**src/common/sru_pkg.sv**
```systemverilog
`default_nettype none

package sru_pkg;

    localparam int XLEN   = 32;
    localparam int CODE_W = 4;

    // interrupt bit positions in mie and mip.
    localparam int MSIP_BIT = 3;
    localparam int MTIP_BIT = 7;
    localparam int MEIP_BIT = 11;

    // mstatus field positions.
    localparam int MSTATUS_MIE_BIT  = 3;
    localparam int MSTATUS_MPIE_BIT = 7;
    localparam int MSTATUS_MPP_LSB  = 11;
    localparam int MSTATUS_MPRV_BIT = 17;

    // interrupt cause codes match their pending bit.
    localparam logic [CODE_W-1:0] IRQ_CODE_MSI = CODE_W'(MSIP_BIT);
    localparam logic [CODE_W-1:0] IRQ_CODE_MTI = CODE_W'(MTIP_BIT);
    localparam logic [CODE_W-1:0] IRQ_CODE_MEI = CODE_W'(MEIP_BIT);

    typedef logic [XLEN-1:0] xlen_t;

    typedef enum logic [1:0] {
        PRV_U = 2'd0,
        PRV_M = 2'd3
    } prv_e;

    typedef enum logic [11:0] {
        CSR_MSTATUS  = 12'h300,
        CSR_MIE      = 12'h304,
        CSR_MTVEC    = 12'h305,
        CSR_MSCRATCH = 12'h340,
        CSR_MEPC     = 12'h341,
        CSR_MCAUSE   = 12'h342,
        CSR_MTVAL    = 12'h343,
        CSR_MIP      = 12'h344
    } csr_addr_e;

    typedef struct packed {
        logic mstatus;
        logic mie;
        logic mtvec;
        logic mscratch;
        logic mepc;
        logic mcause;
        logic mtval;
    } csr_we_t;

    typedef struct packed {
        logic meip;
        logic mtip;
        logic msip;
    } irq_bits_t;

    typedef struct packed {
        logic mie;
        logic mpie;
        prv_e mpp;
        logic mprv;
    } mstatus_t;

    typedef struct packed {
        logic  trap_en;
        xlen_t epc;
        xlen_t cause;
        xlen_t tval;
    } trap_req_t;

    // event chosen by the arbiter for this cycle.
    typedef struct packed {
        logic              take;
        logic [CODE_W-1:0] code;
        logic              is_irq;
        xlen_t             epc;
        xlen_t             tval;
        logic              mret;
    } trap_evt_t;

    typedef struct packed {
        prv_e              prv;
        mstatus_t          mstatus;
        irq_bits_t         mie;
        xlen_t             mtvec;
        xlen_t             mscratch;
        xlen_t             mepc;
        logic              mcause_int;
        logic [CODE_W-1:0] mcause_code;
        xlen_t             mtval;
    } csr_state_t;

endpackage

`default_nettype wire

```
**src/hdl/csr_decode.sv**
```systemverilog
`timescale 1ns/1ns
`default_nettype none

module csr_decode (
    input  logic                csr_wr,
    input  sru_pkg::csr_addr_e  csr_waddr,
    output sru_pkg::csr_we_t    we
);

    import sru_pkg::*;

    always_comb begin
        we = '0;
        if (csr_wr) begin
            case (csr_waddr)
                CSR_MSTATUS: begin
                    we.mstatus = 1'b1;
                end
                CSR_MIE: begin
                    we.mie = 1'b1;
                end
                CSR_MTVEC: begin
                    we.mtvec = 1'b1;
                end
                CSR_MSCRATCH: begin
                    we.mscratch = 1'b1;
                end
                CSR_MEPC: begin
                    we.mepc = 1'b1;
                end
                CSR_MCAUSE: begin
                    we.mcause = 1'b1;
                end
                CSR_MTVAL: begin
                    we.mtval = 1'b1;
                end
                // mip is read-only; anything else is ignored.
                default: begin
                    we = '0;
                end
            endcase
        end
    end

endmodule

`default_nettype wire

```
**src/hdl/csr_file.sv**
```systemverilog
`timescale 1ns/1ns
`default_nettype none

module csr_file (
    input  logic                 clk,
    input  logic                 srstn,
    input  sru_pkg::csr_we_t     we,
    input  sru_pkg::xlen_t       wdata,
    input  sru_pkg::trap_evt_t   evt,
    output sru_pkg::csr_state_t  state
);

    import sru_pkg::*;

    prv_e              prv_q;
    mstatus_t          mstatus_q;
    irq_bits_t         mie_q;
    xlen_t             mtvec_q;
    xlen_t             mscratch_q;
    xlen_t             mepc_q;
    logic              mcause_int_q;
    logic [CODE_W-1:0] mcause_code_q;
    xlen_t             mtval_q;
    logic              mpp_legal;

    // only U (00) and M (11) are legal for mpp.
    assign mpp_legal = wdata[MSTATUS_MPP_LSB] == wdata[MSTATUS_MPP_LSB+1];

    always_ff @(posedge clk or negedge srstn) begin
        if (!srstn) begin
            prv_q     <= PRV_M;
            mstatus_q <= '0;
        end else if (evt.take) begin
            prv_q          <= PRV_M;
            mstatus_q.mpp  <= prv_q;
            mstatus_q.mpie <= mstatus_q.mie;
            mstatus_q.mie  <= 1'b0;
        end else if (evt.mret) begin
            prv_q          <= mstatus_q.mpp;
            mstatus_q.mpp  <= PRV_U;
            mstatus_q.mie  <= mstatus_q.mpie;
            mstatus_q.mpie <= 1'b1;
        end else if (we.mstatus) begin
            mstatus_q.mie  <= wdata[MSTATUS_MIE_BIT];
            mstatus_q.mpie <= wdata[MSTATUS_MPIE_BIT];
            mstatus_q.mprv <= wdata[MSTATUS_MPRV_BIT];
            if (mpp_legal) begin
                mstatus_q.mpp <= prv_e'(wdata[MSTATUS_MPP_LSB +: 2]);
            end
        end
    end

    always_ff @(posedge clk or negedge srstn) begin
        if (!srstn) begin
            mie_q <= '0;
        end else if (we.mie) begin
            mie_q.meip <= wdata[MEIP_BIT];
            mie_q.mtip <= wdata[MTIP_BIT];
            mie_q.msip <= wdata[MSIP_BIT];
        end
    end

    // bit 1 is reserved in mtvec mode.
    always_ff @(posedge clk or negedge srstn) begin
        if (!srstn) begin
            mtvec_q <= '0;
        end else if (we.mtvec) begin
            mtvec_q <= wdata & ~xlen_t'(2);
        end
    end

    always_ff @(posedge clk or negedge srstn) begin
        if (!srstn) begin
            mscratch_q <= '0;
        end else if (we.mscratch) begin
            mscratch_q <= wdata;
        end
    end

    always_ff @(posedge clk or negedge srstn) begin
        if (!srstn) begin
            mepc_q <= '0;
        end else if (evt.take) begin
            mepc_q <= evt.epc;
        end else if (we.mepc) begin
            mepc_q <= {wdata[XLEN-1:1], 1'b0};
        end
    end

    always_ff @(posedge clk or negedge srstn) begin
        if (!srstn) begin
            mcause_int_q  <= 1'b0;
            mcause_code_q <= '0;
        end else if (evt.take) begin
            mcause_int_q  <= evt.is_irq;
            mcause_code_q <= evt.code;
        end else if (we.mcause) begin
            mcause_int_q  <= wdata[XLEN-1];
            mcause_code_q <= wdata[CODE_W-1:0];
        end
    end

    always_ff @(posedge clk or negedge srstn) begin
        if (!srstn) begin
            mtval_q <= '0;
        end else if (evt.take) begin
            mtval_q <= evt.tval;
        end else if (we.mtval) begin
            mtval_q <= wdata;
        end
    end

    assign state = '{
        prv:         prv_q,
        mstatus:     mstatus_q,
        mie:         mie_q,
        mtvec:       mtvec_q,
        mscratch:    mscratch_q,
        mepc:        mepc_q,
        mcause_int:  mcause_int_q,
        mcause_code: mcause_code_q,
        mtval:       mtval_q
    };

endmodule

`default_nettype wire

```
**src/hdl/csr_read_mux.sv**
```systemverilog
`timescale 1ns/1ns
`default_nettype none

module csr_read_mux (
    input  sru_pkg::csr_addr_e   raddr,
    input  sru_pkg::csr_state_t  state,
    input  sru_pkg::irq_bits_t   mip,
    output sru_pkg::xlen_t       rdata
);

    import sru_pkg::*;

    xlen_t mstatus_img;
    xlen_t mcause_img;

    // places the three interrupt bits at their architectural positions.
    function automatic xlen_t irq_image(input irq_bits_t b);
        xlen_t img;
        img           = '0;
        img[MEIP_BIT] = b.meip;
        img[MTIP_BIT] = b.mtip;
        img[MSIP_BIT] = b.msip;
        return img;
    endfunction

    always_comb begin
        mstatus_img                         = '0;
        mstatus_img[MSTATUS_MIE_BIT]        = state.mstatus.mie;
        mstatus_img[MSTATUS_MPIE_BIT]       = state.mstatus.mpie;
        mstatus_img[MSTATUS_MPP_LSB +: 2]   = state.mstatus.mpp;
        mstatus_img[MSTATUS_MPRV_BIT]       = state.mstatus.mprv;
    end

    assign mcause_img = {state.mcause_int, {(XLEN-CODE_W-1){1'b0}}, state.mcause_code};

    always_comb begin
        case (raddr)
            CSR_MSTATUS:  rdata = mstatus_img;
            CSR_MIE:      rdata = irq_image(state.mie);
            CSR_MTVEC:    rdata = state.mtvec;
            CSR_MSCRATCH: rdata = state.mscratch;
            CSR_MEPC:     rdata = state.mepc;
            CSR_MCAUSE:   rdata = mcause_img;
            CSR_MTVAL:    rdata = state.mtval;
            CSR_MIP:      rdata = irq_image(mip);
            default:      rdata = '0;
        endcase
    end

endmodule

`default_nettype wire

```
**src/hdl/sru_top.sv**
```systemverilog
`timescale 1ns/1ns
`default_nettype none

module sru_top (
    input  logic                clk,
    input  logic                srstn,

    // csr access
    input  logic                csr_wr,
    input  sru_pkg::csr_addr_e  csr_waddr,
    input  sru_pkg::xlen_t      csr_wdata,
    input  sru_pkg::csr_addr_e  csr_raddr,
    output sru_pkg::xlen_t      csr_rdata,

    // pipeline events
    input  sru_pkg::trap_req_t  trap,
    input  logic                mret,

    // interrupt pins, asynchronous.
    input  logic                ext_msip,
    input  logic                ext_mtip,
    input  logic                ext_meip,

    output sru_pkg::prv_e       prv,
    output sru_pkg::prv_e       mpp,
    output logic                mprv,
    output logic                wakeup,
    output logic                irq_trigger,
    output logic                eret_en,
    output sru_pkg::xlen_t      trap_vec,
    output sru_pkg::xlen_t      ret_epc,
    output sru_pkg::xlen_t      cause,
    output sru_pkg::xlen_t      tval
);

    import sru_pkg::*;

    csr_we_t    we;
    trap_evt_t  evt;
    irq_bits_t  mip;
    csr_state_t state;

    csr_decode decode_inst (
        .csr_wr    (csr_wr),
        .csr_waddr (csr_waddr),
        .we        (we)
    );

    trap_arbiter arbiter_inst (
        .clk         (clk),
        .srstn       (srstn),
        .ext_msip    (ext_msip),
        .ext_mtip    (ext_mtip),
        .ext_meip    (ext_meip),
        .trap        (trap),
        .mret        (mret),
        .state       (state),
        .evt         (evt),
        .mip         (mip),
        .irq_trigger (irq_trigger),
        .wakeup      (wakeup),
        .eret_en     (eret_en),
        .trap_vec    (trap_vec),
        .ret_epc     (ret_epc),
        .cause       (cause),
        .tval        (tval)
    );

    csr_file file_inst (
        .clk   (clk),
        .srstn (srstn),
        .we    (we),
        .wdata (csr_wdata),
        .evt   (evt),
        .state (state)
    );

    csr_read_mux read_inst (
        .raddr (csr_raddr),
        .state (state),
        .mip   (mip),
        .rdata (csr_rdata)
    );

    assign prv  = state.prv;
    assign mpp  = state.mstatus.mpp;
    assign mprv = state.mstatus.mprv;

endmodule

`default_nettype wire

```
**src/hdl/trap_arbiter.sv**
```systemverilog
`timescale 1ns/1ns
`default_nettype none

module trap_arbiter (
    input  logic                 clk,
    input  logic                 srstn,
    input  logic                 ext_msip,
    input  logic                 ext_mtip,
    input  logic                 ext_meip,
    input  sru_pkg::trap_req_t   trap,
    input  logic                 mret,
    input  sru_pkg::csr_state_t  state,
    output sru_pkg::trap_evt_t   evt,
    output sru_pkg::irq_bits_t   mip,
    output logic                 irq_trigger,
    output logic                 wakeup,
    output logic                 eret_en,
    output sru_pkg::xlen_t       trap_vec,
    output sru_pkg::xlen_t       ret_epc,
    output sru_pkg::xlen_t       cause,
    output sru_pkg::xlen_t       tval
);

    import sru_pkg::*;

    irq_bits_t         pin_s1;
    irq_bits_t         pend_en;
    logic              glb_en;
    logic              irq_take;
    logic [CODE_W-1:0] irq_code;
    xlen_t             vec_off;

    // two-flop synchronizer for the asynchronous pins.
    always_ff @(posedge clk or negedge srstn) begin
        if (!srstn) begin
            pin_s1 <= '0;
            mip    <= '0;
        end else begin
            pin_s1 <= '{meip: ext_meip, mtip: ext_mtip, msip: ext_msip};
            mip    <= pin_s1;
        end
    end

    assign pend_en = mip & state.mie;
    assign glb_en  = (state.prv == PRV_U) || (state.prv == PRV_M && state.mstatus.mie);

    // a synchronous trap always wins over an interrupt.
    assign irq_take    = glb_en && (|pend_en) && !trap.trap_en;
    assign irq_trigger = irq_take;
    assign wakeup      = |pend_en;

    // fixed priority: external, then software, then timer.
    always_comb begin
        if (pend_en.meip) begin
            irq_code = IRQ_CODE_MEI;
        end else if (pend_en.msip) begin
            irq_code = IRQ_CODE_MSI;
        end else begin
            irq_code = IRQ_CODE_MTI;
        end
    end

    always_comb begin
        if (trap.trap_en) begin
            cause = trap.cause;
        end else if (irq_take) begin
            cause = {1'b1, {(XLEN-CODE_W-1){1'b0}}, irq_code};
        end else begin
            cause = '0;
        end
    end

    assign tval = trap.trap_en ? trap.tval : '0;

    // vectored mode only offsets interrupts.
    assign vec_off  = (irq_take && state.mtvec[0]) ?
                      {{(XLEN-CODE_W-2){1'b0}}, irq_code, 2'b00} : '0;
    assign trap_vec = {state.mtvec[XLEN-1:2], 2'b00} + vec_off;

    assign eret_en = mret && !trap.trap_en;
    assign ret_epc = state.mepc;

    assign evt = '{
        take:   trap.trap_en || irq_take,
        code:   trap.trap_en ? trap.cause[CODE_W-1:0] : irq_code,
        is_irq: trap.trap_en ? trap.cause[XLEN-1] : 1'b1,
        epc:    trap.epc,
        tval:   tval,
        mret:   eret_en
    };

endmodule

`default_nettype wire

```
**config.mk**
```make
export PLATFORM = sky130hd
export DESIGN_NAME = sru_top
export DESIGN_NICKNAME = d
export VERILOG_FILES = /design/src/common/sru_pkg.sv /design/src/hdl/csr_decode.sv /design/src/hdl/csr_file.sv /design/src/hdl/csr_read_mux.sv /design/src/hdl/sru_top.sv /design/src/hdl/trap_arbiter.sv
export SDC_FILE = /design/constraint.sdc
export NUM_CORES = 1
export LEC_CHECK = 0
export ABC_CLOCK_PERIOD_IN_PS = 4200
export BUFFER_PORTS_ARGS = -buffer_cell sky130_fd_sc_hd__buf_2
export CORE_UTILIZATION = 45
export DETAILED_ROUTE_END_ITERATION = 16
export PLACE_DENSITY = 0.74
export SYNTH_ARGS = -nofsm -noshare
export SYNTH_HDL_FRONTEND = slang
export SYNTH_SLANG_ARGS = --single-unit
export TNS_END_PERCENT = 20
```
**constraint.sdc**
```tcl
create_clock -name clk -period 4.2 [get_ports clk]
set_input_delay 0.84 -clock clk [delete_from_list [all_inputs] [get_ports clk]]
set_output_delay 0.84 -clock clk [all_outputs]
set_load 0.01 [all_outputs]
```
==> results.sh <==
export IMPL_status="finished clean"
export IMPL_antenna_left=0
export IMPL_post_drt_wl_per_cell_um=20.34
export IMPL_netlist_area_um2=8997
export IMPL_power_density_nw_per_um2=378.2
export IMPL_vias=8300
export IMPL_clk_pin_slew_worst_paths_ps=60
export IMPL_arrival_ps=3170
export IMPL_cts_sinks=148
export IMPL_synth_ff_type="dfrtp_1"
export IMPL_first_pass_iters=5
export IMPL_grt_pass1_wl_um=43960
export IMPL_crit_slowest_cell="dfstp_2"
export IMPL_required_ps=3360
export IMPL_finalCriticalPeriod_ps=4006
export IMPL_yosysWarnings=0
export IMPL_place_detailed_instances=1408
export IMPL_grt_overflow_total=0
export IMPL_r2r_cells=4
export IMPL_area_delta_synth_final_pct=25.56
export IMPL_finalPower_mw=4.272
export IMPL_design_core_area_um2=19530
export IMPL_vias_per_cell=5.744
export IMPL_path_buf_inv=5
export IMPL_hold_path_class="reg -> reg"
export IMPL_irDropWorstVdd_mv=0.2682
export IMPL_hpwl_um=20740
export IMPL_synth_edf_count=0
export IMPL_clock_path_buffers=2
export IMPL_syn_avg_cell_area_um2=9.997
export IMPL_p_seq_share_pct=41.9
export IMPL_rr_startpoint="file_inst.state[140]"
export IMPL_min_period_over_period_pct=95.39
export IMPL_fin_setup_tns_ps=0
export IMPL_start_kind="flip-flop"
export IMPL_grt_util_all_layers_pct=28.64
export IMPL_power_switching_mw=1.231
export IMPL_cpPeakStageDelay_ps=590
export IMPL_start_util_pct=46.08
export IMPL_min_path_cells=0
export IMPL_cts_buffers=17
export IMPL_ys_seq_area_share_pct=41.19
export IMPL_r2r_slack_ps=2150
export IMPL_maxSlewViolCount=0
export IMPL_p_comb_share_pct=20.3
export IMPL_sw_frac_of_total_pct=28.82
export IMPL_dieHeight_um=143.4
export IMPL_antenna_found_initial=0
export IMPL_worst_pin_slew_ps=718.1
export IMPL_maxCapViolCount=0
export IMPL_cp_max_fo=7
export IMPL_slew_headroom_pct=52.13
export IMPL_path_class="reg -> out"
export IMPL_layout_common_cells="buf_2, dfrtp_1, nand2_1, mux2_2, o211ai_1"
export IMPL_p_clk_share_pct=37.8
export IMPL_cts_root_buf="clkbuf_16"
export IMPL_async_flop_share_pct=100.0
export IMPL_layout_commonest_cell="buf_2"
export IMPL_finalHoldViolCount=0
export IMPL_port_buffers=325
export IMPL_cts_tree="done"
export IMPL_min_to="arbiter_inst.mip[0]"
export IMPL_synth_seq_cells=148
export IMPL_p_leak_nw=5.631
export IMPL_grt_max_degree=81
export IMPL_ys_types=63
export IMPL_path_cells="nand3_2, a221oi_4, nand2_2, inv_2, ha_4, inv_1, fa_2, nand2b_1, a21oi_2, buf_6, buf_12, nand4_1, xnor2_1, buf_2"
export IMPL_timing_rr_end="file_inst.state[136]"
export IMPL_clock_skew_final_ps=10.35
export IMPL_drc=0
export IMPL_wl_um=29390
export IMPL_clkLatencyLatePin_ps=420
export IMPL_die_width_um=143.4
export IMPL_syn_inst=900
export IMPL_top_level_ports=328
export IMPL_finalNonFillerCells=1445
export IMPL_cts_htree_levels=4
export IMPL_drive_gt1_share_pct=40.71
export IMPL_rows=51
export IMPL_end_kind="primary output"
export IMPL_finalSetupViolations=0
export IMPL_p_int_mw=3.041
export IMPL_drt_iter0_drc=427
export IMPL_min_delay_start="arbiter_inst.pin_s1[0]"
export IMPL_max_freq_mhz=249.6
export IMPL_first_global_vias=7956
export IMPL_place_gp_congestion=0.8742
export IMPL_die_area_um2=20560
export IMPL_cp_top_family="flip-flops"
export IMPL_nets=1332
-- final cells by class --
type | instances | area (um^2)
Fill cell | 1752 | 8229
Multi-Input combinational cell | 604 | 4593
Sequential cell | 148 | 3706
Timing Repair Buffer | 356 | 1898
Clock buffer | 22 | 464.2
Tap cell | 265 | 331.6
Clock inverter | 9 | 151.4
Inverter | 40 | 150.1
Antenna cell | 1 | 2.502
-- per-stage QoR --
step           cell area [um^2]  hold slack [ps]  worst slack [ps]  utilization (%)
6_report                  11300            352.9             193.8            57.86
4_1_cts                   11210            355.0             32.14            57.39
5_1_grt                   11290            368.4            -19.97            57.84
3_5_place_dp              10580            341.0             228.5            54.20
2_1_floorplan              9007            331.2             191.3                -
3_3_place_gp              10580            338.7             276.1            54.20
-- per-layer routing --
metal	global-route usage [%]	part of all wire [%]	vias to the layer above
met5	0	0	-
li1	-	-	3785
met2	46.37	48	392
met1	37.82	43	4071
met3	5.132	6.4	52
met4	11.76	2.4	0
-- power groups by stage --
stage	combinational [mW]	clock [mW]	sequential (mW)
detailed placement	0.865	0	1.82
global route	0.960	1.69	1.82
finish	0.866	1.61	1.79
global placement	0.844	0	1.80
floorplan	0.636	0	1.76
CTS	0.870	1.63	1.79
-- state kept, by name (all words and copies together), names as in the netlist --
register / flops
file_inst.mcause_code_q: 4
file_inst.mtval_q: 32
file_inst.mepc_q: 32
file_inst.mscratch_q: 32
file_inst.state: 8
file_inst.mtvec_q: 31
arbiter_inst.mip: 3
file_inst.prv_q: 2
arbiter_inst.pin_s1: 3
file_inst.mcause_int_q: 1
-- worst max path at each step --
stage | from | end | slack [ps] | cells past startpoint
6_report | file_inst.prv_q[1] | trap_vec[26] | 190 | 14
5_1_grt | file_inst.prv_q[1] | trap_vec[26] | -20 | 14
4_1_cts | file_inst.prv_q[0] | trap_vec[26] | 30 | 13
3_5_place_dp | trap[96] | trap_vec[26] | 230 | 13
3_3_place_gp | trap[96] | trap_vec[28] | 280 | 13
2_1_floorplan | trap[96] | trap_vec[26] | 190 | 11
-- cell families (layout without fill, tap and decap cells) --
kind of cell	after synthesis	in the layout	synth area share, %
and+or+nand+nor	255	255	15.71
other	1	3	0.04168
muxes	113	113	14.21
adders and majority gates	5	5	0.7788
buffers and inverters	149	427	8.650
AOI/OAI and AO/OA	201	201	16.69
xor gates and xnor gates	28	28	2.726
DFF	148	148	41.19
-- synth_stat cells (3+ instances only) --
cell | instances | area share, %
dfrtp_1 | 146 | 41
nand2_1 | 83 | 3.5
mux2_2 | 66 | 8.3
o211ai_1 | 65 | 5.4
and2_1 | 63 | 4.4
buf_4 | 43 | 3.6
clkbuf_1 | 42 | 1.8
inv_1 | 40 | 1.7
mux2i_1 | 40 | 4.4
a21oi_1 | 37 | 2.1
a22oi_1 | 27 | 2.3
xnor2_1 | 27 | 2.6
nor3_1 | 26 | 1.4
a221o_1 | 24 | 2.7
buf_2 | 16 | 0.89
nand4_1 | 16 | 1.1
nand3_1 | 12 | 0.67
nor2_1 | 10 | 0.42
and4_1 | 9 | 0.88
and3_1 | 8 | 0.56
nor2b_1 | 7 | 0.49
o22a_1 | 6 | 0.58
a21o_1 | 5 | 0.42
a22o_1 | 5 | 0.49
buf_6 | 5 | 0.63
mux4_2 | 5 | 1.3
o31a_1 | 5 | 0.49
ha_1 | 4 | 0.56
o2111ai_1 | 4 | 0.39
o21ai_0 | 4 | 0.22
o2bb2ai_1 | 4 | 0.39
buf_1 | 3 | 0.13
or2_2 | 3 | 0.21
-- timing repair --
action                     4_1_cts  5_1_grt
setup endpoints to repair        5       13
pin swaps                        0        5
setup buffers                    0        5
resized for setup                2        9
hold buffers                     0        0
Note: power is estimated with default switching activity, not from simulation.
